`src/cpu_pkg.sv`:
```
// widths, reset pc, bus response code, opcode, alu and branch enums
package cpu_pkg;

  localparam int XLEN   = 64;
  localparam int ILEN   = 32;
  localparam int RIDX_W = 5;

  localparam logic [XLEN-1:0] RESET_PC  = 64'h8000_0000;
  localparam logic [1:0]      RESP_OKAY = 2'b00;

  // major opcodes, inst[6:0]
  typedef enum logic [6:0] {
    OP_LUI    = 7'b0110111,
    OP_IMM    = 7'b0010011,
    OP_REG    = 7'b0110011,
    OP_BRANCH = 7'b1100011,
    OP_JAL    = 7'b1101111
  } opcode_e;

  typedef enum logic [2:0] {
    ALU_ADD,
    ALU_SUB,
    ALU_AND,
    ALU_OR,
    ALU_XOR,
    ALU_PASS    // op2 straight through, lui
  } alu_op_e;

  typedef enum logic [1:0] {
    BR_NONE,
    BR_EQ,
    BR_NE,
    BR_JUMP
  } br_op_e;

endpackage

```
`src/regfile.sv`:
```
// integer register file, two combinational reads, one write, x0 fixed to zero
`timescale 1ns/1ps

module regfile (
  input  logic                       clk,
  input  logic                       i_rst_n,
  input  logic [cpu_pkg::RIDX_W-1:0] i_rs1,
  input  logic [cpu_pkg::RIDX_W-1:0] i_rs2,
  input  logic [cpu_pkg::RIDX_W-1:0] i_rd,
  input  logic                       i_rd_wen,
  input  logic [cpu_pkg::XLEN-1:0]   i_rd_wdata,
  output logic [cpu_pkg::XLEN-1:0]   o_rs1_data,
  output logic [cpu_pkg::XLEN-1:0]   o_rs2_data
);

  logic [cpu_pkg::XLEN-1:0] regs [2**cpu_pkg::RIDX_W];

  always_ff @(posedge clk or negedge i_rst_n) begin
    if (!i_rst_n) begin
      for (int i = 0; i < 2**cpu_pkg::RIDX_W; i++) begin
        regs[i] <= '0;
      end
    end else if (i_rd_wen && (i_rd != '0)) begin
      regs[i_rd] <= i_rd_wdata;
    end
  end

  // a write in this cycle is seen on the read ports next cycle
  assign o_rs1_data = (i_rs1 == '0) ? '0 : regs[i_rs1];
  assign o_rs2_data = (i_rs2 == '0) ? '0 : regs[i_rs2];

endmodule

```
`config.mk`:
```
export PLATFORM = sky130hd
export DESIGN_NAME = regfile
export DESIGN_NICKNAME = d
export VERILOG_FILES = /design/src/cpu_pkg.sv /design/src/regfile.sv
export SDC_FILE = /design/constraint.sdc
export NUM_CORES = 2
export LEC_CHECK = 0
export BUFFER_PORTS_ARGS = -buffer_cell sky130_fd_sc_hd__buf_2
export CORE_MARGIN = 3
export CORE_UTILIZATION = 39
export DETAILED_ROUTE_END_ITERATION = 10
export GPL_TIMING_DRIVEN = 0
export PLACE_DENSITY = 0.51
export SYNTH_ARGS = -nofsm -noshare
export SYNTH_HDL_FRONTEND = slang
export SYNTH_SLANG_ARGS = --single-unit
export TNS_END_PERCENT = 30
```
`constraint.sdc`:
```
create_clock -name clk -period 2.15 [get_ports clk]
set_input_delay 0.1075 -clock clk [delete_from_list [all_inputs] [get_ports clk]]
set_output_delay 0.1075 -clock clk [all_outputs]
set_load 0.01 [all_outputs]
```
==> flow_metrics.tcl <==
set metrics [dict create \
    syn_area_sq_um 108000 \
    pre_cts_ws_ns -2.79 \
    cp_slowest_cell "a2111oi_1" \
    p_per_area_nw_per_um2 959 \
    vias_per_cell 6.70 \
    slowest_delay_ns 0.77 \
    syn_inst 6963 \
    multi_input_area_sq_um 55600 \
    cts_tree "yes" \
    status "complete, but fails checks" \
    maxCapViolCount 1 \
    yosysSeqAreaShare_pct 47.3 \
    wl_per_cell_um 46.8 \
    synth_top_family_by_area "multiplexers" \
    synth-seq-cells 2048 \
    slew_violations 13 \
    ys_warn_count 0 \
    synthFlopType "dfrtp_1" \
    maxSlewHeadroom_pct -1.49 \
    vias 77700 \
    htreeDepth 4 \
    timing.final.ws_setup_ns -0.846 \
    reg2reg_depth 2 \
    cp-end-kind "output port" \
    cts.clk_slew.worst_paths_ns 0.06 \
    holdWs_ns -0.267 \
    core_sq_um 275000 \
    initialDrtViolationCount 9816 \
    clk_latency_ns 0.98 \
    place_area_sq_um 116000 \
    regMostFlops "regs" \
    drc 0 \
    synthMuxAreaShare_pct 45.9 \
    leakage_nw 56.3 \
    num_rows 192 \
    dieArea_sq_um 284000 \
    yosys.area_share.simple_pct 1.41 \
    die_w_um 533 \
    postSynthAreaPerCell_sq_um 15.6 \
    drive_gt1_share_pct 57.3 \
    grt_antenna_before_repair 49 \
    tns_ns -111.56 \
    period_needed_ns 3.00 \
    cts-root-buf "clkbuf_16" \
    top_layer_used "met5" \
    port_buffers 201 \
    io_pins 210 \
    fp.dieH_um 533 \
    cts_made_buffers 240 \
    grt_max_degree 160 \
    cp_common_cell "buf_6" \
    overflow 0 \
    stdcell_count 11600 \
    dpl.hpwl_mm 363 \
    cp_cell_sequence "buf_6, nand2b_1, clkbuf_2, o22ai_1, a2111oi_1, or4_4, buf_6" \
    met2WireLength_mm 231 \
    start_kind "input port" \
    wl_met3_mm 60.8 \
    wl_mm 543 \
    rsz0062_at_grt "yes" \
    drt-met1-wl_mm 205 \
    largest_reg_flops 2048 \
    ys_async_sr_fraction_pct 100 \
    ant_nets 0 \
    ctsHoldBuffers 104 \
    fin_area_sq_um 130000 \
    fin_crit_sh_pct 139 \
    synth.distinct_cells 48 \
    setup_viol 515 \
    final-hold-violation-count 252 \
    skew_ns 0 \
    fmax_mhz 334 \
    vdd_drop_max_mv 0.944 \
    gp_congestion 0.981 \
    final_common_cell "dfrtp_1" \
    crit_path_max_fanout 10 \
    layout_common_cells "dfrtp_1, mux2_2, mux4_2" \
    arrival_ns 2.89 \
    grt_pass1_wl_mm 713 \
    track_usage_pct 37.5 \
    top_regs "regs (2048)" \
    ff_latch_area_sq_um 51300 \
    worst_pin_slew_ns 1.52 \
    grt_pass1_vias 76500 \
    synthXorXnorAreaFrac_pct 0 \
    start_util_pct 39.4 \
    synth_adder_area_share_pct 0 \
    syn_nets 7045 \
    fin_nets 7741 \
    synth_compound_area_share_pct 2.14 \
    required_ns 2.04 \
    fillers 24000 \
    clockBufferDepth 4 \
    placedCellCount 10900 \
    dr.pass1.iters 6 \
    failed_checks "negative hold slack, max-capacitance violations, max-slew violations, negative setup slack" \
    hold_path.class "in -> async" \
    cts_sinks 2048 \
    syn_to_final_growth_pct 20.0 \
    synth-edff-count 0 \
    crit_type "in -> out" \
]
[per-stage QoR]
stage | hold WS, ns | power, W | utilization, %
2_1_floorplan | -0.188 | 0.0677 | -
3_3_place_gp | 0.387 | 0.0769 | 41.5
3_5_place_dp | 0.0376 | 0.0781 | 42.1
4_1_cts | -0.237 | 0.124 | 47.0
5_1_grt | -0.230 | 0.128 | 47.3
6_report | -0.267 | 0.125 | 47.3
[critical path: cells and delay by family]
kind	cells	cell delay (ns)
compound gates	2	0.97
buf+inv	3	0.98
simple gates	2	0.78
[synth_stat cells (6+ instances only)]
master	n	area share [%]
dfrtp_1	2048	47
mux2_2	2008	21
mux4_2	968	20
mux2i_1	520	4.8
clkbuf_1	434	1.5
buf_2	286	1.3
o22ai_1	182	1.1
or2_1	71	0.41
buf_1	51	0.18
nand2_1	40	0.14
nor2b_1	39	0.23
nor2_1	30	0.10
a22oi_1	26	0.18
buf_4	26	0.18
nor3_1	17	0.078
o22a_1	17	0.14
a211oi_1	14	0.097
mux2_1	14	0.15
nand2b_1	14	0.081
a211o_1	13	0.11
a21oi_1	13	0.060
a31o_2	13	0.11
nor4_1	12	0.069
o221ai_1	12	0.097
a22o_1	11	0.089
buf_6	10	0.10
a2111oi_0	9	0.073
nand3_1	9	0.042
and2_1	6	0.035
[cells by family after synthesis]
| family | after synthesis |
|---|---|
| multiplexers | 3510 |
| flip-flops | 2048 |
| buffers and inverters | 807 |
| AO/OA/AOI/OAI | 328 |
| AND/OR/NAND/NOR | 270 |
[final cells by class]
class / count / area share (%)
multi-input cells: 4108 / 42.7
flip-flops and latches: 2048 / 39.4
clock buffers: 374 / 5.63
plain buffers: 802 / 4.16
repair buffers: 459 / 3.71
well taps: 3686 / 3.55
clock inverters: 73 / 0.727
diodes: 51 / 0.0981
[worst paths after layout]
kind	start	end	slack, ns
min	i_rst_n	regs[203]	-0.27
max	i_rs2[1]	o_rs2_data[29]	-0.85
max reg2reg	regs[2]	regs[2]	0.81
min in group clk	i_rd_wdata[63]	regs[63]	0.02
max in group asynchronous	i_rst_n	regs[90]	0.31
min reg2reg	regs[2038]	regs[2038]	0.46
[metal layers]
metal  vias to the layer above  track usage, %
met3                      1574            13.6
li1                      28400               -
met5                         -          0.0666
met4                        20            26.6
met1                     42500            47.2
met2                      5208            53.4
[power breakdown]
part / leakage (nW) / switching [W] / internal [W]
sequential: 26.3 / 0.00551 / 0.0459
clock: 4.08 / 0.0183 / 0.0255
combinational: 25.9 / 0.0135 / 0.0161
total: 56.3 / 0.0373 / 0.0875
[repair_timing]
item / CTS / global route
setup endpoints to repair: 623 / 722
endpoints found under the hold margin: 2194 / 252
buffers inserted: 71 / 15
gates cloned: 3 / 2
gates resized for setup: 889 / 150
pin swaps: 169 / 61
Note: power is estimated with default switching activity, not from simulation.
