<file path="src/cpu_pkg.sv">
// widths, reset pc, bus response code, opcode, alu and branch enums
package cpu_pkg;

  localparam int XLEN   = 64;
  localparam int ILEN   = 32;
  localparam int RIDX_W = 5;

  localparam logic [XLEN-1:0] RESET_PC  = 64'h8000_0000;
  localparam logic [1:0]      RESP_OKAY = 2'b00;

  // major opcodes, inst[6:0]
  typedef enum logic [6:0] {
    OP_LUI    = 7'b0110111,
    OP_IMM    = 7'b0010011,
    OP_REG    = 7'b0110011,
    OP_BRANCH = 7'b1100011,
    OP_JAL    = 7'b1101111
  } opcode_e;

  typedef enum logic [2:0] {
    ALU_ADD,
    ALU_SUB,
    ALU_AND,
    ALU_OR,
    ALU_XOR,
    ALU_PASS    // op2 straight through, lui
  } alu_op_e;

  typedef enum logic [1:0] {
    BR_NONE,
    BR_EQ,
    BR_NE,
    BR_JUMP
  } br_op_e;

endpackage

</file>
<file path="src/wb_stage.sv">
// writeback stage: final register, regfile write, commit port
`timescale 1ns/1ps

module wb_stage (
  input  logic                       clk,
  input  logic                       i_rst_n,
  input  logic                       i_executed_req,
  input  logic [cpu_pkg::XLEN-1:0]   i_pc,
  input  logic [cpu_pkg::RIDX_W-1:0] i_rd,
  input  logic                       i_rd_wen,
  input  logic [cpu_pkg::XLEN-1:0]   i_rd_wdata,
  output logic                       o_executed_ack,
  output logic                       o_rf_wen,
  output logic [cpu_pkg::RIDX_W-1:0] o_rf_rd,
  output logic [cpu_pkg::XLEN-1:0]   o_rf_wdata,
  output logic                       o_cmt_valid,
  output logic [cpu_pkg::XLEN-1:0]   o_cmt_pc,
  output logic [cpu_pkg::RIDX_W-1:0] o_cmt_rd,
  output logic                       o_cmt_wen,
  output logic [cpu_pkg::XLEN-1:0]   o_cmt_wdata
);

  logic wen_q;

  // commit never back-pressures
  assign o_executed_ack = 1'b1;

  always_ff @(posedge clk or negedge i_rst_n) begin
    if (!i_rst_n) begin
      o_cmt_valid <= 1'b0;
    end else begin
      o_cmt_valid <= i_executed_req;
    end
  end

  always_ff @(posedge clk) begin
    if (i_executed_req) begin
      o_cmt_pc    <= i_pc;
      o_cmt_rd    <= i_rd;
      wen_q       <= i_rd_wen;
      o_cmt_wdata <= i_rd_wdata;
    end
  end

  assign o_cmt_wen  = o_cmt_valid & wen_q;
  assign o_rf_wen   = o_cmt_wen;
  assign o_rf_rd    = o_cmt_rd;
  assign o_rf_wdata = o_cmt_wdata;

endmodule

</file>
<file path="config.mk">
export PLATFORM = sky130hd
export DESIGN_NAME = wb_stage
export DESIGN_NICKNAME = d
export VERILOG_FILES = /design/src/cpu_pkg.sv /design/src/wb_stage.sv
export SDC_FILE = /design/constraint.sdc
export NUM_CORES = 1
export LEC_CHECK = 0
export BUFFER_PORTS_ARGS = -buffer_cell sky130_fd_sc_hd__buf_2
export CAP_MARGIN = 20
export CORE_AREA = 4 4 130 132
export DETAILED_ROUTE_END_ITERATION = 10
export DIE_AREA = 0 0 134 136
export SLEW_MARGIN = 20
export SYNTH_ARGS = -nofsm -noshare
export SYNTH_HDL_FRONTEND = slang
export SYNTH_SLANG_ARGS = --single-unit
export TNS_END_PERCENT = 1
</file>
<file path="constraint.sdc">
create_clock -name clk -period 0.87 [get_ports clk]
set_input_delay 0.087 -clock clk [delete_from_list [all_inputs] [get_ports clk]]
set_output_delay 0.087 -clock clk [all_outputs]
set_load 0.01 [all_outputs]
</file>
==> results of run 1 <==
logic make-up after synthesis:
group	synth area share, %
buffers and inverters	11.61
DFF	88.17
other	0.08167
and+or+nand+nor	0.1363
power by group through the flow:
| stage | logic (mW) | registers [mW] | clock network [mW] |
|---|---|---|---|
| global route | 2.32 | 8.00 | 7.07 |
| finish | 2.19 | 7.95 | 6.58 |
| floorplan | 0.495 | 8.33 | 0 |
| CTS | 2.17 | 7.95 | 6.74 |
| global placement | 1.67 | 8.06 | 0 |
| detailed placement | 1.68 | 8.07 | 0 |
through the flow:
stage          power (mW)  hold WS [ps]  utilization (%)  worst slack [ps]  TNS, ps
6_report            16.71         68.63            51.40            -264.4   -31410
5_1_grt             17.40         49.08            51.40            -315.9   -42250
4_1_cts             16.85         44.33            51.28            -305.9   -36460
3_5_place_dp        9.753        -128.5            39.09             7.190        0
3_3_place_gp        9.731        -129.0            39.09             14.87        0
2_1_floorplan       8.823        -208.6                -             43.58        0
cell usage in the layout, fill, tap and decap left out, types with 3 or more instances in the layout:
master	Yosys	routed
buf_2	0	337
dlygate4sd3_1	0	136
edfxtp_1	134	134
clkbuf_16	0	17
buf_4	71	9
clkinv_1	0	5
buf_6	0	4
clkinvlp_4	0	3
final cells by class:
class | instances | share of cell area, %
clock inverter | 12 | 1.379
tap | 216 | 3.346
timing repair buffer | 488 | 39.63
sequential | 135 | 50.13
multi-input combinational | 2 | 0.1549
clock buffer | 19 | 5.360
state kept, by name, summed over array words and instances, names as in the netlist:
name / cells
o_cmt_rd: 5
wen_q: 1
o_cmt_valid: 1
o_cmt_pc: 64
o_cmt_wdata: 64
timing repair:
action,4_1_cts,5_1_grt
endpoints found under the setup margin,205,205
hold buffers,136,0
setup buffers,1,0
gates cloned,0,0
resized for setup,1,3
endpoints found under the hold margin,135,0
path summary, 6_finish.rpt:
path                          endpoint  slack [ps]  cells after the start
max in group asynchronous  o_cmt_valid         190                      3
min                        o_cmt_valid          70                      2
max                           o_rf_wen        -260                      2
min in group asynchronous  o_cmt_valid         570                      3
per-layer routing:
| layer | share of wire, % | up-vias | track usage, % | wire length, um |
|---|---|---|---|---|
| li1 | - | 1569 | - | - |
| met1 | 35 | 1605 | 15.31 | 4927 |
| met2 | 55 | 206 | 27.43 | 7806 |
| met3 | 8.3 | 15 | 5.366 | 1175 |
| met4 | 1.6 | 0 | 5.600 | 227 |
| met5 | 0 | - | 0 | 0 |
==> run metrics, run 1 <==
status complete, but fails checks; failing checks setup timing; DRT Pass-1 Iters 4; TritonCTS clock tree built; Chip Height roughly 140 um; Seq. cell area between 0.004 and 0.005 mm2; logic gate share of total power a little over an eighth; Post-synth ARST share less than 1%; CP max stage cell dfrtp_1; diode count 0; WP buf/inv 1; number of DRC markers in iteration 0 178; syn_nets approximately 350; post-synth top area share 87.63%; setup slack after layout -264.4 ps; Net Sw Frac between 20 and 25%; achievable frequency just under 0.9 GHz; WP data required about 780 ps; Final Hold Viols 0; antenna violations before repair 0; gpl congestion between 0.7 and 0.8; WL per Instance ~16 um; NumNets Final around 780; vias in the first global route 3,729; count of flip-flops with a built-in enable after synthesis approximately 130; critical path arrival 1050 ps; min Tclk post-route roughly 1100 ps; Design Area, Final between 0.008 and 0.009 mm2; die area 0.01822 mm2; FF+latch count, synth ~140; grt ovf 0; Area Overhead vs Synth 75.89%; clock root buffer clkbuf_16; Int Pwr ~13 mW; CP max FO 2; Clock Sinks 135; Critical Path Max Stage Delay 370 ps; Max Slew Vio Count 0; FP Rows 46; hold_sp i_executed_req; clock share of power around 39%; synth warn 0; crit-path cells and2_4 -> buf_6; Setup crit end kind primary output; Tightest Hold Check Type primary input to flip-flop; chip width between 100 and 150 um; Main synth FF type edfxtp_1; sequential share of the synthesized area between 80 and 90%; fin cells about 870; Initial Util between 20 and 30%; synthesized area per cell between 20 and 25 um2; CTS H-tree depth 4; GRT Total Usage between 10 and 15%; PD cells about 2100 mW/mm2; Setup CP Type flip-flop to primary output; most common cell in the netlist edfxtp_1; Final HPWL DP around 9700 um; I/O Pins 343; Placed Cells ~700; Core Box Area approximately 0.016 mm2; port bufs 341; final worst-path cycle share 130.4%; Mapped Cells between 200 and 250; Multi-input gate area between 10 and 15 um2; DRT antenna net count 0; Yosys cell types 5; routed wire length ~14,000 um; Pleak around 3.6 nW; ranking of synthesized cells by area edfxtp_1 (88%), buf_4 (12%), dfrtp_1 (0.54%); fillers around 1,300; share of layout cells above drive strength 1 57.47%; first-pass GRT wire length a little over 20,000 um; delay-heaviest family, CP flip-flops; largest net degree at the start of global routing 44; startpoint types flip-flop; Setup crit start o_cmt_valid; cts bufs inserted 17; maxcap violations 0; Reg power frac 47.6%; switching pwr ~3.7 mW; RSZ-0062 raised after global routing true; Vias 3,395; Worst-path clk slew ~50 ps; peak supply drop about 1.3 mV; Synth top cells by count edfxtp_1 (134), buf_4 (71), and2_1 (1), conb_1 (1), dfrtp_1 (1); Synth Cell Area 0.004592 mm2; clk buf depth 2; via density per instance roughly 3.9; Placed Area ~0.0061 mm2; drt drc 0; cell taking the most area after synthesis edfxtp_1; final setup vio count between 200 and 250
Power figures use the tool's default switching activity.
==> run 2, diff against run 1 <==
==> constraint.sdc (replaced) <==
create_clock -name clk -period 0.87 [get_ports clk]
set_input_delay 0.0435 -clock clk [delete_from_list [all_inputs] [get_ports clk]]
set_output_delay 0.0435 -clock clk [all_outputs]
set_load 0.01 [all_outputs]
==> run 2 against run 1 <==
Against the previous run: the run still ends with setup timing left; sequential cell count unchanged; die area unchanged; core utilization is 0.17 points higher; sequential share of layout area shrank 0.16 points; global-route usage up 0.34 points; critical path depth unchanged; cell count did not move; critical path type unchanged; critical endpoint unchanged; largest power group unchanged.
==> run metrics, run 2 (same netlist as run 1, synthesis figures left out) <==
hold_sp i_executed_req; port bufs about 340; Final HPWL DP approximately 9700 um; Initial Util 29.22%; largest net degree at the start of global routing 45; antenna violations before repair 0; Vias around 3,400; commonest non-fill, non-tap cells in the layout buf_2 (335), dlygate4sd3_1 (137), edfxtp_1 (134); gpl congestion 0.7530; Setup CP Type flip-flop to primary output; Int Pwr between 10 and 15 mW; Setup crit start wen_q; DRT Pass-1 Iters 4; Chip Height 136 um; startpoint types flip-flop; clock root buffer clkbuf_16; CP max FO 2; final worst-path cycle share 129.5%; Final Hold Viols 0; setup slack after layout -257.0 ps; clk buf depth 2; FP Rows 46; Core Box Area between 0.015 and 0.02 mm2; grt ovf 0; WP data required 830 ps; Area Overhead vs Synth 76.46%; status complete, but fails checks; vias in the first global route roughly 3,800; biggest regs o_cmt_pc: 64 flops, o_cmt_wdata: 64 flops, o_cmt_rd: 5 flops; switching pwr roughly 3.8 mW; worst hold stages 2; first-pass GRT wire length a little over 20,000 um; final setup vio count 205; Placed Cells 702; TritonCTS clock tree built; Tightest Hold Check Type primary input to flip-flop; cts bufs inserted 17; achievable frequency 0.8873 GHz; maxcap violations 0; I/O Pins 343; commonest non-fill, non-tap cell in the layout buf_2; Worst-path clk slew approximately 60 ps; RSZ-0062 raised after global routing true; clock share of power approximately two fifths; share of layout cells above drive strength 1 around 57%; diode count 0; Total Power 16.92 mW; chip width roughly 130 um; Reg power frac a little under half; min Tclk post-route around 1100 ps; CP max stage cell edfxtp_1; Net Sw Frac between 20% and 30%; Pleak about 3.6 nW; critical path arrival about 1100 ps; failing checks setup timing; hold endpoint o_cmt_valid; Design Area, Final 0.008103 mm2; Setup TNS Final -24,350 ps; crit-path cells and2_4 -> buf_6; Max Slew Vio Count 0; Clock Sinks 135; DRT antenna net count 0; logic gate share of total power 12.9%; GRT Total Usage between 10% and 20%; PD cells between 2000 and 2500 mW/mm2; fin cells between 800 and 900; number of DRC markers in iteration 0 about 120; Critical Path Max Stage Delay about 370 ps; peak supply drop 1.127 mV; Setup crit end kind primary output; WL per Instance approximately 16 um; routed wire length approximately 14,000 um; NumNets Final 780; drt drc 0; Placed Area 0.006127 mm2; via density per instance 3.868; fin util ~52%; CTS H-tree depth 4; fillers roughly 1,300; die area between 0.015 and 0.02 mm2
-- run 2: power by group through the flow --
stage | combinational [mW] | sequential, mW | clock, mW
after detailed placement | 1.68 | 8.07 | 0
after global placement | 1.66 | 8.06 | 0
after floorplan | 0.495 | 8.33 | 0
after CTS | 2.18 | 7.95 | 6.93
after global routing | 2.34 | 8.01 | 7.28
final | 2.19 | 7.95 | 6.78
-- run 2: critical path, delay by kind of cell, from the launching register on --
family | cells | cell delay [ps]
DFF | 1 | 370
and+or+nand+nor | 1 | 180
buffers and inverters | 1 | 120
-- run 2: per-layer routing --
layer	track usage, %	vias to the layer above	routed length [um]
li1	-	1571	-
met1	15.45	1584	4881
met2	27.60	201	7756
met3	6.847	17	1336
met4	5.086	0	223
met5	0	-	0
-- run 2: cell type report --
type | instances | area [um2] | share of cell area [%]
Timing Repair Buffer | 487 | 3208 | 39.59
Multi-Input combinational cell | 2 | 12.51 | 0.1544
Tap cell | 216 | 270.3 | 3.335
Clock inverter | 14 | 133.9 | 1.652
Sequential cell | 135 | 4049 | 49.97
Clock buffer | 18 | 429.2 | 5.296
-- run 2: stage by stage --
stage / setup WS, ps / hold slack [ps]
after floorplan: 87.08 / -252.1
after global placement: 30.47 / -179.2
after detailed placement: 16.62 / -179.4
after CTS: -264.5 / 23.34
after global routing: -298.1 / 22.78
final: -257.0 / 40.22
-- run 2: repair_timing --
action,4_1_cts,5_1_grt
buffers inserted,1,0
hold buffers,137,0
endpoints found under the setup margin,205,205
gates resized for setup,4,2
hold endpoints to repair,140,0
pin swaps,1,0
-- run 2: worst max path at each step --
stage / to / slack [ps] / depth (start not counted)
2_1_floorplan: o_rf_wen / 90 / 2
3_3_place_gp: o_cmt_wdata[32] / 30 / 2
3_5_place_dp: o_cmt_pc[9] / 20 / 2
4_1_cts: o_rf_wen / -260 / 2
5_1_grt: o_rf_wen / -300 / 2
6_report: o_rf_wen / -260 / 2
==> run 3, diff against run 2 <==
- PLACE_DENSITY: default -> 0.7
==> run 3 against run 2 <==
Against the previous run: the flow still finishes with violations (setup timing); via count increased by 3.1%; largest power group unchanged; sequential share of layout area is 1.0 points lower; wire length decreased by 0.13%; non-clock buffer count up 11; combinational power increased by 2%; largest cell class unchanged.
==> run metrics, run 3 (same netlist as run 1, synthesis figures left out) <==
status complete, but fails checks; failing checks setup timing; first-pass GRT wire length between 20,000 and 25,000 um; setup slack after layout -230.6 ps; I/O Pins 343; Seq. cell area 0.004049 mm2; share of layout cells above drive strength 1 between 50 and 60%; GRT Total Usage about 15%; Tightest Hold Check Type primary input to flip-flop; die area approximately 0.018 mm2; Final HPWL DP 9994 um; FP Rows between 40 and 50; Placed Cells about 700; commonest non-fill, non-tap cell in the layout buf_2; Setup CP Type flip-flop to primary output; NumNets Final 791; Design Area, Final approximately 0.0083 mm2; fillers ~1,300; clk buf depth 2; peak supply drop 1.120 mV; port bufs ~340; Multi-input gate area roughly 13 um2; Vias between 3,000 and 4,000; cts bufs inserted 17; Pleak about 3.7 nW; Final Hold Viols 0; critical path arrival 1060 ps; grt ovf 0; drt drc 0; DRT antenna net count 0; number of DRC markers in iteration 0 roughly 110; final setup vio count approximately 210; Max Slew Vio Count 0; Post-CTS Setup Bufs 0; commonest non-fill, non-tap cells in the layout buf_2 (338), dlygate4sd3_1 (136), edfxtp_1 (134); antenna violations before repair 1; maxcap violations 0; gpl congestion between 0.8 and 0.9; startpoint types flip-flop; largest net degree at the start of global routing 20; Worst-path clk slew 60 ps; Placed Area approximately 0.0063 mm2; WP data required between 800 and 900 ps; chip width about 130 um; Total Power ~18 mW; Chip Height about 140 um; Initial Util between 20 and 30%; final worst-path cycle share 126.5%; TritonCTS clock tree built; Post-Place Worst Slack approximately 75 ps; CTS H-tree depth 4; PD cells about 2100 mW/mm2; fin cells 883; via density per instance roughly 3.9; WL per Instance roughly 16 um; hold endpoint o_cmt_wdata[54]; RSZ-0062 raised after global routing true; DRT Pass-1 Iters 4; Setup crit end kind primary output; worst hold stages 2; routed wire length between 10,000 and 15,000 um; min Tclk post-route approximately 1100 ps; vias in the first global route around 3,900; hold_sp i_executed_req; diode count 0; Clock Sinks approximately 140; achievable frequency between 0.9 and 1 GHz; CP max FO 2; Core Box Area around 0.016 mm2; biggest regs o_cmt_pc: 64 flops, o_cmt_wdata: 64 flops, o_cmt_rd: 5 flops; clock root buffer clkbuf_16; Area Overhead vs Synth 80.05%
run 3: cell count changes in the layout (fill, tap and decap cells not counted), sizes merged:
cell | previous run | this run
clkinvlp | 2 | 1
buf | 350 | 362
inv | 1 | 0
clkbuf | 18 | 21
bufinv | 2 | 4
clkinv | 9 | 6
dlygate4sd3 | 137 | 136
run 3: where the power goes:
group,total (mW),internal [mW],switching [mW]
combinational,2.24,1.20,1.04
clock,7.51,4.96,2.56
sequential,7.94,7.74,0.206
total,17.7,13.9,3.81
run 3: what timing repair did:
action / 4_1_cts / 5_1_grt
resized for setup: 3 / 0
hold buffers: 136 / 0
setup endpoints to repair: 205 / 205
endpoints found under the hold margin: 135 / 0
run 3: critical path: stages, from the launching register on:
cell     delay [ps]
dfrtp_1         370
and2_4          160
buf_6           120
run 3: layout make-up:
cell class / count / area share [%]
multi-input cells: 2 / 0.1513
clock inverters: 11 / 2.088
repair buffers: 498 / 39.95
flip-flops and latches: 135 / 48.97
clock buffers: 21 / 5.569
well taps: 216 / 3.269
run 3: metal layers:
layer,GRT usage (%),vias up,part of all wire [%]
met1,14.06,1655,33
met5,0,-,0.092
met3,5.885,20,8.1
met2,28.66,203,57
li1,-,1596,-
met4,5.829,2,1.7
run 3: worst max-delay path by stage:
stage          slack, ps        endpoint      startpoint
2_1_floorplan         90        o_rf_wen     o_cmt_valid
3_3_place_gp          80    o_cmt_pc[11]  i_executed_req
3_5_place_dp          70  o_cmt_wdata[3]  i_executed_req
4_1_cts             -260       o_cmt_wen     o_cmt_valid
5_1_grt             -290       o_cmt_wen     o_cmt_valid
6_report            -230       o_cmt_wen     o_cmt_valid
run 3: per-stage QoR:
| stage | hold slack, ps | util (%) | setup TNS (ps) |
|---|---|---|---|
| 2_1_floorplan | -252.1 | - | 0 |
| 3_3_place_gp | -170.6 | 39.83 | 0 |
| 3_5_place_dp | -168.6 | 39.83 | 0 |
| 4_1_cts | 9.580 | 52.62 | -29590 |
| 5_1_grt | 9.753 | 52.62 | -34440 |
| 6_report | 33.32 | 52.62 | -23300 |
