===== src/cpu_pkg.sv =====
// widths, reset pc, bus response code, opcode, alu and branch enums
package cpu_pkg;

  localparam int XLEN   = 64;
  localparam int ILEN   = 32;
  localparam int RIDX_W = 5;

  localparam logic [XLEN-1:0] RESET_PC  = 64'h8000_0000;
  localparam logic [1:0]      RESP_OKAY = 2'b00;

  // major opcodes, inst[6:0]
  typedef enum logic [6:0] {
    OP_LUI    = 7'b0110111,
    OP_IMM    = 7'b0010011,
    OP_REG    = 7'b0110011,
    OP_BRANCH = 7'b1100011,
    OP_JAL    = 7'b1101111
  } opcode_e;

  typedef enum logic [2:0] {
    ALU_ADD,
    ALU_SUB,
    ALU_AND,
    ALU_OR,
    ALU_XOR,
    ALU_PASS    // op2 straight through, lui
  } alu_op_e;

  typedef enum logic [1:0] {
    BR_NONE,
    BR_EQ,
    BR_NE,
    BR_JUMP
  } br_op_e;

endpackage


===== src/if_stage.sv =====
// fetch stage: pc, fetch bus request, one-entry instruction buffer, redirect discard
`timescale 1ns/1ps

module if_stage (
  input  logic                     clk,
  input  logic                     i_rst_n,
  input  logic                     i_if_ready,
  input  logic [cpu_pkg::XLEN-1:0] i_if_rdata,
  input  logic [1:0]               i_if_resp,
  input  logic                     i_fetched_ack,
  input  logic                     i_ex_redirect,
  input  logic [cpu_pkg::XLEN-1:0] i_ex_target,
  output logic                     o_if_valid,
  output logic [cpu_pkg::XLEN-1:0] o_if_addr,
  output logic                     o_fetched_req,
  output logic [cpu_pkg::XLEN-1:0] o_if_pc,
  output logic [cpu_pkg::ILEN-1:0] o_if_inst
);

  logic [cpu_pkg::XLEN-1:0] pc_q;
  logic [cpu_pkg::XLEN-1:0] pc_n;
  logic                     discard_q;
  logic                     pending;
  logic                     good;
  logic                     full_n;

  assign pending = o_if_valid & ~i_if_ready;

  // word is kept only if okay and not overtaken by a redirect
  assign good = o_if_valid & i_if_ready & (i_if_resp == cpu_pkg::RESP_OKAY) &
                ~discard_q & ~i_ex_redirect;

  always_comb begin
    if (i_ex_redirect) begin
      pc_n = i_ex_target;
    end else if (good) begin
      pc_n = o_if_addr + 64'd4;
    end else begin
      pc_n = pc_q;
    end
  end

  // the buffer fills only from our own response, so it is empty while a request is out
  assign full_n = i_ex_redirect ? 1'b0 :
                  good          ? 1'b1 : (o_fetched_req & ~i_fetched_ack);

  always_ff @(posedge clk or negedge i_rst_n) begin
    if (!i_rst_n) begin
      pc_q          <= cpu_pkg::RESET_PC;
      o_if_valid    <= 1'b0;
      o_fetched_req <= 1'b0;
      discard_q     <= 1'b0;
    end else begin
      pc_q          <= pc_n;
      o_fetched_req <= full_n;
      if (pending) begin
        // redirect while waiting, drop whatever comes back
        discard_q <= discard_q | i_ex_redirect;
      end else begin
        o_if_valid <= ~full_n;
        discard_q  <= 1'b0;
      end
    end
  end

  always_ff @(posedge clk) begin
    if (!pending) begin
      o_if_addr <= pc_n;
    end
    if (good) begin
      o_if_pc   <= o_if_addr;
      o_if_inst <= o_if_addr[2] ? i_if_rdata[63:32] : i_if_rdata[31:0];
    end
  end

  a_addr_stable: assert property (@(posedge clk) disable iff (!i_rst_n)
    pending |=> (o_if_valid && $stable(o_if_addr)));

endmodule


===== config.mk =====
export PLATFORM = sky130hd
export DESIGN_NAME = if_stage
export DESIGN_NICKNAME = d
export VERILOG_FILES = /design/src/cpu_pkg.sv /design/src/if_stage.sv
export SDC_FILE = /design/constraint.sdc
export NUM_CORES = 1
export LEC_CHECK = 0
export ABC_CLOCK_PERIOD_IN_PS = 6900
export BUFFER_PORTS_ARGS = -buffer_cell sky130_fd_sc_hd__buf_2
export CORE_ASPECT_RATIO = 0.5
export CORE_UTILIZATION = 30
export CTS_CLUSTER_SIZE = 24
export DETAILED_ROUTE_END_ITERATION = 16
export GPL_TIMING_DRIVEN = 0
export PLACE_DENSITY = 0.61
export SETUP_SLACK_MARGIN = 0.3
export SYNTH_ARGS = -nofsm -noshare
export SYNTH_HDL_FRONTEND = slang
export SYNTH_SLANG_ARGS = --single-unit

===== constraint.sdc =====
create_clock -name clk -period 6.9 [get_ports clk]
set_input_delay 1.38 -clock clk [delete_from_list [all_inputs] [get_ports clk]]
set_output_delay 1.38 -clock clk [all_outputs]
set_load 0.02 [all_outputs]

==> results list, run 1 <==
* Dpl ws: 2.07 ns
- Share of the clock period used by the worst path: 0.623
- Input and output buffers added on the ports amount to 295.
* Antenna violations before repair: 3
- Worst IR drop on VDD: 0.176 mV
- Worst Slack Setup Final: 2.60 ns
- Synthesis produced a netlist whose cell count is 776.
- Crit path time final: 4.30 ns
* Number of vias per cell after detailed routing: 5.08
* Global-route usage over all layers: 0.183
* Wire length per cell after detailed routing: 20.6 µm
- Placed wire-length estimate: 23300 µm
* Clock sink total: 227
* Number of hold violations in the final report: 0
- The flow ran to the end, and the final reports show no timing, DRC or antenna violations.
- Cell Rows: 46
- Starting density of the core: 0.309
- H-Tree Depth: 1
- After routing, the total negative slack on setup checks comes to 0 ns.
* TritonCTS buffer count: 23
- For the worst setup path, the data required time is 7.08 ns.
- Number of buffers added for setup after CTS: 0
- Number of warnings reported in the yosys synthesis log: 0
- Entering global routing, the biggest net connects 60 pins.
- The detail route stage leaves a number of antenna-violating nets equal to 0.
- Wire length of the first global-routing pass: 47200 µm
- Setup violation total in the final timing report: 0
- Number of remaining DRC errors: 0
- Commonest cells after routing, fill and taps aside: 296 x sky130_fd_sc_hd__buf_2, 160 x sky130_fd_sc_hd__edfxtp_1, 83 x sky130_fd_sc_hd__nand2_1
* Number of buffers added to fix hold violations after cts: 0
- Post-CTS repair changed the size of 0 cells.
* Static leakage: around 0.0050 µW
- The clock passes through at most 3 buffers.
* Endpoint arrival time on the critical path: 4.47 ns
- The final layout contains 1235 nets.
* Final Wtd Congestion: 0.895
- Across the run, the number of max-cap violations was 0.
- TritonCTS built the clock tree.
- Library cell used as clock root buffer: sky130_fd_sc_hd__clkbuf_16
- Measured along the y axis, the die boundary spans 130 µm.
- Overflow left after global routing: 0
- Ports placed on the boundary: 297
- Pin slew with the least headroom to its limit: roughly 1.3 ns
- In this run, synthesis inferred 160 flip-flops with an integrated enable.
* CP endpoint kind: register
* Total Wirelength: 31900 µm
- The number of different library cells used by synthesis comes to 52.
- The number of max-slew violations in the final report is 0.
* Yosys reg bits: 227
- The share of the Yosys chip area taken by registers is 0.655.
- Die Wd: 259 µm
* Via count of the first global-routing pass: ~7.9k
- Synthesized area divided by synthesized cell count: roughly 13 µm²
- Kind of critical path: input pin to register
* Area enclosed by the die boundary: 33800 µm²
- Post-synthesis to final-layout area growth: 29.1%
- Syn_nets: 912
* Detailed-router iteration count before antenna repair: 5
- The layout has 3028 filler cells.
- CORE AREA: roughly 32000 µm²
- Power Dens Cells: 256 nW/µm²
- Fraction of synthesis flops using an asynchronous set or reset pin: 0.295
- The cell area that synthesis handed to floorplanning was just under 10000 µm².
* Later-pin clock latency in the skew report: 0.54 ns
- Drt initial violations: between 600 and 700
- Total via count after detailed routing: 7874
- The tightest min-delay check is of the register to register type.
* Leading cell type in the layout, fill and taps excluded: sky130_fd_sc_hd__buf_2
- STA classifies the critical path startpoint as an input pin.
* Remaining max-slew budget at the tightest pin: 0.125
* Peak clock frequency supported by timing: approximately 230 MHz
- Clock skew on the completed layout was measured at 0.0342 ns.
- In the synthesized netlist the dominant register cell turns out to be sky130_fd_sc_hd__edfxtp_1.
- Unrepaired setup endpoints after global routing: false
- Along the worst path, the maximum fanout reaches 59.
* Clock slew at the register clock pins of the worst setup and hold paths: 0.06 ns
- Layout cells sized above 1: 0.343
[flip-flops by register name, indices dropped and copies added, names as in the netlist]
signal and flops:
o_if_addr 64, o_fetched_req 1, pc_q 64, o_if_pc 64
o_if_inst 32, discard_q 1, o_if_valid 1
[layer usage]
metal  wire length [µm]  track usage  share of wire  vias to the layer above
li1                   -            -              -                     3625
met1              13100        0.230           0.41                     3940
met2              16300        0.320           0.51                      251
met3               1660       0.0353          0.052                       56
met4                877       0.0630          0.027                        2
met5                  8            0        0.00025                        -
[layout make-up]
type                    count  area [µm²]  area share
clock inverters            11         111     0.00872
diodes                      3        7.51    0.000588
clock buffers              31         647      0.0506
flip-flops and latches    227        6480       0.507
repair buffers            298        1560       0.122
well taps                 432         541      0.0423
multi-input cells         493        3200       0.251
plain buffers              50         201      0.0158
inverters                   6        22.5     0.00176
[power by group]
part | switching, µW | internal (µW) | leakage (µW)
clock network | 544 | 736 | 0.000368
registers | 76.7 | 1560 | 0.00232
logic | 211 | 134 | 0.00231
total | 832 | 2430 | 0.00499
[cell families after synthesis]
logic type | count (synthesis) | share of synthesized area
buf+inv | 56 | 0.0223
flops | 227 | 0.655
xor+xnor | 31 | 0.0274
compound gates | 111 | 0.0750
simple gates | 298 | 0.162
mux | 52 | 0.0566
fa+ha+maj | 1 | 0.00126
[metrics by stage]
stage          total power (µW)  cell area, µm²  std cells  hold WS, ns   util
3_5_place_dp               2010           12000       1506        0.467  0.375
4_1_cts                    3290           12800       1548        0.482  0.398
5_1_grt                    3380           12800       1550        0.508  0.398
6_report                   3270           12800       1551        0.485  0.398
3_3_place_gp               2000           11900       1503        0.470  0.372
2_1_floorplan              1840            9900        776        0.460      -
[cell usage after synthesis, types with 20 or more instances]
cell type,count,area share
sky130_fd_sc_hd__nor2_1,40,0.015
sky130_fd_sc_hd__dfrtp_1,66,0.17
sky130_fd_sc_hd__edfxtp_1,160,0.49
sky130_fd_sc_hd__o21ai_0,34,0.017
sky130_fd_sc_hd__nand4_1,33,0.021
sky130_fd_sc_hd__nand2_1,83,0.031
sky130_fd_sc_hd__mux2_2,32,0.036
sky130_fd_sc_hd__nor4_1,27,0.017
sky130_fd_sc_hd__clkbuf_1,41,0.016
sky130_fd_sc_hd__xnor2_1,20,0.018
sky130_fd_sc_hd__mux2i_1,20,0.020
sky130_fd_sc_hd__nand3_1,24,0.012
sky130_fd_sc_hd__a22oi_1,21,0.016
[worst paths after layout]
| path | endpoint | cells past startpoint | from | slack, ns |
|---|---|---|---|---|
| worst max-delay path | o_if_inst[9] | 8 | i_if_resp[1] | 2.60 |
| worst min-delay path | o_if_pc[1] | 0 | o_if_addr[1] | 0.49 |
| worst max register to register | o_if_inst[9] | 7 | o_if_valid | 3.12 |
| worst min register to register | o_if_pc[1] | 0 | o_if_addr[1] | 0.49 |
| max in group asynchronous | pc_q[31] | 2 | i_rst_n | 5.56 |
| min in group asynchronous | pc_q[48] | 1 | i_rst_n | 0.72 |
[worst max-delay path, stage by stage]
cell and delay [ns]:
sky130_fd_sc_hd__buf_2 0.09, sky130_fd_sc_hd__nor4bb_1 0.35, sky130_fd_sc_hd__clkbuf_1 0.38, sky130_fd_sc_hd__nand2_1 0.31
sky130_fd_sc_hd__inv_1 0.24, sky130_fd_sc_hd__buf_1 0.52, sky130_fd_sc_hd__clkbuf_4 0.78, sky130_fd_sc_hd__buf_16 0.35
Power figures use the tool's default switching activity.
==> run 2: changes to the inputs <==
--- a/config.mk
+++ b/config.mk
@@ -5,7 +5,7 @@
 export SDC_FILE = /design/constraint.sdc
 export NUM_CORES = 1
 export LEC_CHECK = 0
-export ABC_CLOCK_PERIOD_IN_PS = 6900
+export ABC_CLOCK_PERIOD_IN_PS = 3980
 export BUFFER_PORTS_ARGS = -buffer_cell sky130_fd_sc_hd__buf_2
 export CORE_ASPECT_RATIO = 0.5
 export CORE_UTILIZATION = 30
==> constraint.sdc (replaced) <==
create_clock -name clk -period 3.98 [get_ports clk]
set_input_delay 0.796 -clock clk [delete_from_list [all_inputs] [get_ports clk]]
set_output_delay 0.796 -clock clk [all_outputs]
set_load 0.02 [all_outputs]
==> results list, run 2 (synthesis results as in run 1) <==
* Status: completed
- The DRC violation total after the first TritonRoute iteration came to 587 (-12%).
- Clock sink total: 227 (unchanged)
- Wire length of the first global-routing pass: 47700 µm (+1.0%)
- Critical path launch point type: register
* Detailed-router iteration count before antenna repair: 7 (+2)
- Endpoint arrival time on the critical path: 3.69 ns (-0.78 ns)
- Worst slack on hold paths: 0.173 ns (-0.312 ns)
- The slew of the pin with the lowest slew margin was 1.35 ns (+0.0528 ns).
- Die Wd: 259 µm (unchanged)
* Share of the clock period used by the worst path: 0.864
- The final wirelength is 32500 µm (+1.7%).
- Library cell used as clock root buffer: sky130_fd_sc_hd__clkbuf_16
* Number of gates resized after cts: 2 (+2)
- Starting density of the core: 0.309 (unchanged)
- Power Dens Cells: 439 nW/µm² (+72%)
* Setup Skew: 0.0197 ns (-0.0145 ns)
- Quantity of I/O buffers inserted on ports: 295 (unchanged)
- Clock slew at the register clock pins of the worst setup and hold paths: 0.07 ns (about the same)
- The proportion of layout cells with a drive suffix above 1 came to 0.344 (+0.00120).
- The total via count after detailed routing is 7973 (+1.3%).
- Remaining max-slew budget at the tightest pin: 0.0894 (-0.0355)
* Peak clock frequency supported by timing: 291 MHz
* CORE AREA: 32100 µm² (unchanged)
* R2R Setup Slk: 0.54 ns (-2.58 ns)
- Number of buffers added for setup after CTS: 0 (unchanged)
- The post-layout net count came to 1234 (-0.081%).
- The wire length per cell was 21.0 µm (+1.9%).
- The final antenna-violating net count was 0 (unchanged).
- The post-cts hold buffer count is 0 (unchanged).
- The data required time at the worst endpoint was 4.24 ns (-2.84 ns).
- The maximum net fanout on the critical path was 10 (-83%).
* Post-synthesis to final-layout area growth: 28.6%
- The number of vias per cell is 5.15 (+1.5%).
- In this run the critical register-to-register path is captured at o_if_addr[47].
- The initial antenna violation count came to 2 (-1).
- CP endpoint kind: register
- The detailed placer's ending HPWL came to 23400 µm (+0.34%).
* Final Wtd Congestion: 0.936 (+4.6%)
- Commonest cells after routing, fill and taps aside: 296 x sky130_fd_sc_hd__buf_2, 160 x sky130_fd_sc_hd__edfxtp_1, 83 x sky130_fd_sc_hd__nand2_1
- CTS tree: done
* TritonCTS buffer count: 23 (unchanged)
- Later-pin clock latency in the skew report: 0.53 ns (about the same)
- In this run the worst hold path is classified as input pin to async pin.
* Via count of the first global-routing pass: 7915 (+0.76%)
- Overall power of the completed layout: 5590 µW (+71%)
- For the finished layout, the period the worst path requires is 3.44 ns.
* Global-route usage over all layers: 0.185 (+0.00173)
- Largest net degree at the start of global routing: 106 (+77%)
* Leading registers by flop count: o_if_addr: 64 flops, o_if_pc: 64 flops, pc_q: 64 flops
- Die Height: 130 µm (unchanged)
- Number of hold violations in the final report: 0 (unchanged)
* CTS Buffer Depth: 3 (unchanged)
- In this run the critical register-to-register path is launched from o_if_addr[2].
* Number of remaining DRC errors: 0 (unchanged)
- The overflow left after global routing is 0 (unchanged).
- The reported leakage power was 0.00498 µW (-0.24%).
- The maximum ir drop on the vdd rail is 0.312 mV (+78%).
- The area of the die was 33800 µm² (unchanged).
- The number of failing setup endpoints in the final timing report is 0 (unchanged).
- The critical path is of the register to register type.
- The post-layout utilization of the core was 0.397 (-0.00156).
* Count of final max-slew check failures: 0 (unchanged)
* H-Tree Depth: 1 (unchanged)
- The number of cell rows is 46 (unchanged).
- Setup repair after global routing left no endpoint under its margin.
- Worst R2R Path Depth: 7 (unchanged)
- The number of top-level pins was 297 (unchanged).
- Leading cell type in the layout, fill and taps excluded: sky130_fd_sc_hd__buf_2
* Count of max-cap constraint violations: 0 (unchanged)
[run 2: stage by stage]
stage               TNS [ns]  worst slack (ns)  cell area (µm²)  std cells
global route               0             0.443            12700       1548
CTS                        0             0.369            12700       1547
floorplan                  0             0.722             9900        776
global placement      -53.63            -0.599            11900       1503
detailed placement    -70.30            -0.812            12000       1505
finish                     0             0.542            12700       1548
[run 2: final cells by class]
cell class / count / area [µm²]
Inverter: 6 / 22.5
Fill cell: 3082 / 19300
Buffer: 50 / 220
Tap cell: 432 / 541
Clock inverter: 13 / 104
Clock buffer: 29 / 618
Antenna cell: 1 / 2.50
Multi-Input combinational cell: 493 / 3200
Sequential cell: 227 / 6480
Timing Repair Buffer: 297 / 1530
[run 2: worst max-delay path by stage]
| stage | startpoint | end | slack [ns] |
|---|---|---|---|
| floorplan | i_if_resp[1] | o_if_addr[31] | 0.72 |
| global placement | i_if_resp[1] | o_if_addr[31] | -0.60 |
| detailed placement | i_if_resp[1] | o_if_addr[31] | -0.81 |
| CTS | o_if_valid | o_if_addr[31] | 0.37 |
| global route | o_if_valid | o_if_addr[30] | 0.44 |
| finish | o_if_addr[2] | o_if_addr[47] | 0.54 |
[run 2: power breakdown]
part	switching, µW	total (µW)	internal (µW)
Combinational	370	602	232
Sequential	134	2850	2710
Clock	966	2140	1180
Total	1470	5590	4120
[run 2: routing by layer]
metal | up-vias | routed length (µm) | GRT usage
li1 | 3608 | - | -
met1 | 4030 | 13000 | 0.228
met2 | 279 | 16700 | 0.331
met3 | 54 | 1860 | 0.0349
met4 | 2 | 913 | 0.0599
met5 | - | 11 | 0
[run 2: critical path, stage by stage (launching register included)]
cell                       delay [ns]
sky130_fd_sc_hd__edfxtp_1        0.41
sky130_fd_sc_hd__clkbuf_1        0.51
sky130_fd_sc_hd__nand4_1         0.21
sky130_fd_sc_hd__or4_4           0.46
sky130_fd_sc_hd__buf_6           0.16
sky130_fd_sc_hd__nor4_1          1.01
sky130_fd_sc_hd__or4b_2          0.29
sky130_fd_sc_hd__nand4_1         0.12
==> run 3: changes to the inputs <==
--- a/config.mk
+++ b/config.mk
@@ -5,15 +5,16 @@
 export SDC_FILE = /design/constraint.sdc
 export NUM_CORES = 1
 export LEC_CHECK = 0
-export ABC_CLOCK_PERIOD_IN_PS = 3980
+export ABC_CLOCK_PERIOD_IN_PS = 2900
 export BUFFER_PORTS_ARGS = -buffer_cell sky130_fd_sc_hd__buf_2
 export CORE_ASPECT_RATIO = 0.5
 export CORE_UTILIZATION = 30
 export CTS_CLUSTER_SIZE = 24
 export DETAILED_ROUTE_END_ITERATION = 16
 export GPL_TIMING_DRIVEN = 0
-export PLACE_DENSITY = 0.61
+export PLACE_DENSITY = 0.63
 export SETUP_SLACK_MARGIN = 0.3
+export SLEW_MARGIN = 15
 export SYNTH_ARGS = -nofsm -noshare
 export SYNTH_HDL_FRONTEND = slang
 export SYNTH_SLANG_ARGS = --single-unit
==> constraint.sdc (replaced) <==
create_clock -name clk -period 2.9 [get_ports clk]
set_input_delay 0.58 -clock clk [delete_from_list [all_inputs] [get_ports clk]]
set_output_delay 0.58 -clock clk [all_outputs]
set_load 0.02 [all_outputs]
==> results list, run 3 (synthesis results as in run 1) <==
- Unrepaired setup endpoints after global routing: true
- Worst slack on hold paths: 0.279 ns (+0.105 ns)
* Utilization after layout: 0.415 (+0.0179)
* Quantity of I/O buffers inserted on ports: 295 (unchanged)
* CTS tree: done
- Highest fanout seen on the critical path: 9 (-1)
* Crit path to: o_if_addr[39]
- H-Tree Depth: 1 (unchanged)
* Power Dens Cells: 604 nW/µm² (+38%)
* Cell area after placement: 12000 µm² (+0.30%)
- The die width came to 259 µm (unchanged).
- TritonCTS buffer count: 23 (unchanged)
- Critical path launch point type: register
- The number of max-slew violations in the final report was 0 (unchanged).
* Starting density of the core: 0.309 (unchanged)
- The number of top-level pins was 297 (unchanged).
- The proportion of layout cells with a drive suffix above 1 was 0.404 (+0.0598).
* Kind of critical path: register to register
* Remaining max-slew budget at the tightest pin: 0.532 (+0.443)
* Leading registers by flop count: o_if_addr: 64 flops, o_if_pc: 64 flops, pc_q: 64 flops
- The number of failing setup endpoints in the final timing report is 0 (unchanged).
* Setup Skew: 0.0309 ns (+0.0112 ns)
- Later-pin clock latency in the skew report: 0.55 ns (+0.02 ns)
* Library cell used as clock root buffer: sky130_fd_sc_hd__clkbuf_16
- The final standard cell area without fillers came to 13300 µm² (+4.5%).
- The number of sinks handled by clock tree synthesis was 227 (unchanged).
- Crit path time final: 2.60 ns (-0.842 ns)
- Static leakage: 0.00534 µW (+7.2%)
- Start point of the critical path: o_if_addr[12]
- Leading cell type in the layout, fill and taps excluded: sky130_fd_sc_hd__buf_2
- The number of cell instances on the worst register-to-register path came to 6 (-1).
- The area of the core came to 32100 µm² (unchanged).
- Share of the clock period used by the worst path: 0.895 (+0.0313)
- Global-route usage over all layers: 0.189 (+0.00351)
* Number of vias per cell after detailed routing: 5.17 (+0.38%)
* CP endpoint kind: register
- The path class of the tightest hold or removal check is input pin to register.
- The total via count after detailed routing came to 8174 (+2.5%).
- The total power came to 8040 µW (+44%).
- Commonest cells after routing, fill and taps aside: 300 x sky130_fd_sc_hd__buf_2, 160 x sky130_fd_sc_hd__edfxtp_1, 81 x sky130_fd_sc_hd__nand2_1
* Clock slew at the register clock pins of the worst setup and hold paths: 0.07 ns (about the same)
* Worst path required time: 3.19 ns (-1.05 ns)
* Number of hold violations in the final report: 0 (unchanged)
- Antenna violations before repair: 1 (-1)
- Endpoint arrival time on the critical path: 2.89 ns (-0.80 ns)
- Detailed-router iteration count before antenna repair: 5 (-2)
- Final Wtd Congestion: 0.939 (+0.33%)
- The detailed placer's ending HPWL is 23000 µm (-1.6%).
* Drt initial violations: 795 (+35%)
- Critical R2R Capture: o_if_addr[39]
* Total Wirelength: 32900 µm (+1.4%)
- The maximum ir drop on the vdd rail was 0.361 mV (+16%).
* Cell Rows: 46 (unchanged)
- Wire length per cell after detailed routing: 20.8 µm (-0.70%)
* Final antenna-violating net count: 0 (unchanged)
* CTS Buffer Depth: 3 (unchanged)
- Post-synthesis to final-layout area growth: 34.4%
- Number of remaining DRC errors: 0 (unchanged)
- The post-layout net count is 1267 (+2.7%).
- Peak clock frequency supported by timing: 385 MHz (+32%)
* Worst flop-to-flop path startpoint: o_if_addr[12]
* Wire length of the first global-routing pass: 48600 µm (+1.9%)
- The floorplan die height was 130 µm (unchanged).
* Via count of the first global-routing pass: 8149 (+3.0%)
- Count of max-cap constraint violations: 0 (unchanged)
* Pin slew with the least headroom to its limit: 0.696 ns (-0.657 ns)
- Overflow left after global routing: 0 (unchanged)
- R2R Setup Slk: 0.30 ns (-0.24 ns)
- The final setup TNS was 0 ns (unchanged).
- Area enclosed by the die boundary: 33800 µm² (unchanged)
- Status: completed
- Largest net degree at the start of global routing: 53 (-50%)
-- run 3: worst max-delay path, cell delays in order, from the launching register on --
cell and delay [ns]:
sky130_fd_sc_hd__edfxtp_1 0.52, sky130_fd_sc_hd__nand4_1 0.18, sky130_fd_sc_hd__or4_4 0.50, sky130_fd_sc_hd__buf_6 0.16
sky130_fd_sc_hd__or4_4 0.49, sky130_fd_sc_hd__nand3_1 0.09, sky130_fd_sc_hd__or3b_4 0.38
-- run 3: worst min path at each step --
stage | start | end | cells after the start
2_1_floorplan | i_rst_n | discard_q | 0
3_3_place_gp | o_if_addr[0] | o_if_pc[0] | 0
3_5_place_dp | o_if_addr[0] | o_if_pc[0] | 0
4_1_cts | i_ex_target[49] | pc_q[49] | 3
5_1_grt | i_ex_target[49] | pc_q[49] | 3
6_report | i_ex_target[49] | pc_q[49] | 3
-- run 3: layout make-up --
type	count	area (µm²)
antenna	1	2.50
buffer	50	285
clock buffer	27	591
clock inverter	15	223
fill	3052	18800
inverter	6	22.5
multi-input combinational	493	3360
sequential	227	6480
tap	432	541
timing repair buffer	330	1790
-- run 3: metal layers --
metal  vias to the layer above  share of wire  GRT usage
met4                         0          0.036     0.0734
met3                        71          0.050     0.0258
li1                       3681              -          -
met1                      4109           0.41      0.240
met2                       313           0.50      0.330
met5                         -              0          0
-- run 3: timing repair --
item / CTS / global route
endpoints found under the setup margin: 223 / 137
hold endpoints to repair: 17 / 0
buffers inserted: 18 / 12
pin swaps: 2 / 2
cloned: 2 / 0
hold buffers: 1 / 0
gates resized for setup: 34 / 35
-- run 3: where the power goes --
part / internal [µW] / leakage [µW] / total, µW / switching, µW
registers: 3720 / 0.00232 / 3890 / 168
logic: 363 / 0.00262 / 906 / 544
clock network: 1920 / 0.000404 / 3240 / 1320
-- run 3: per-stage QoR --
stage | std cells | setup WS (ns)
2_1_floorplan | 776 | 0.295
3_3_place_gp | 1503 | -0.793
3_5_place_dp | 1505 | -0.872
4_1_cts | 1568 | 0.277
5_1_grt | 1581 | 0.229
6_report | 1581 | 0.304
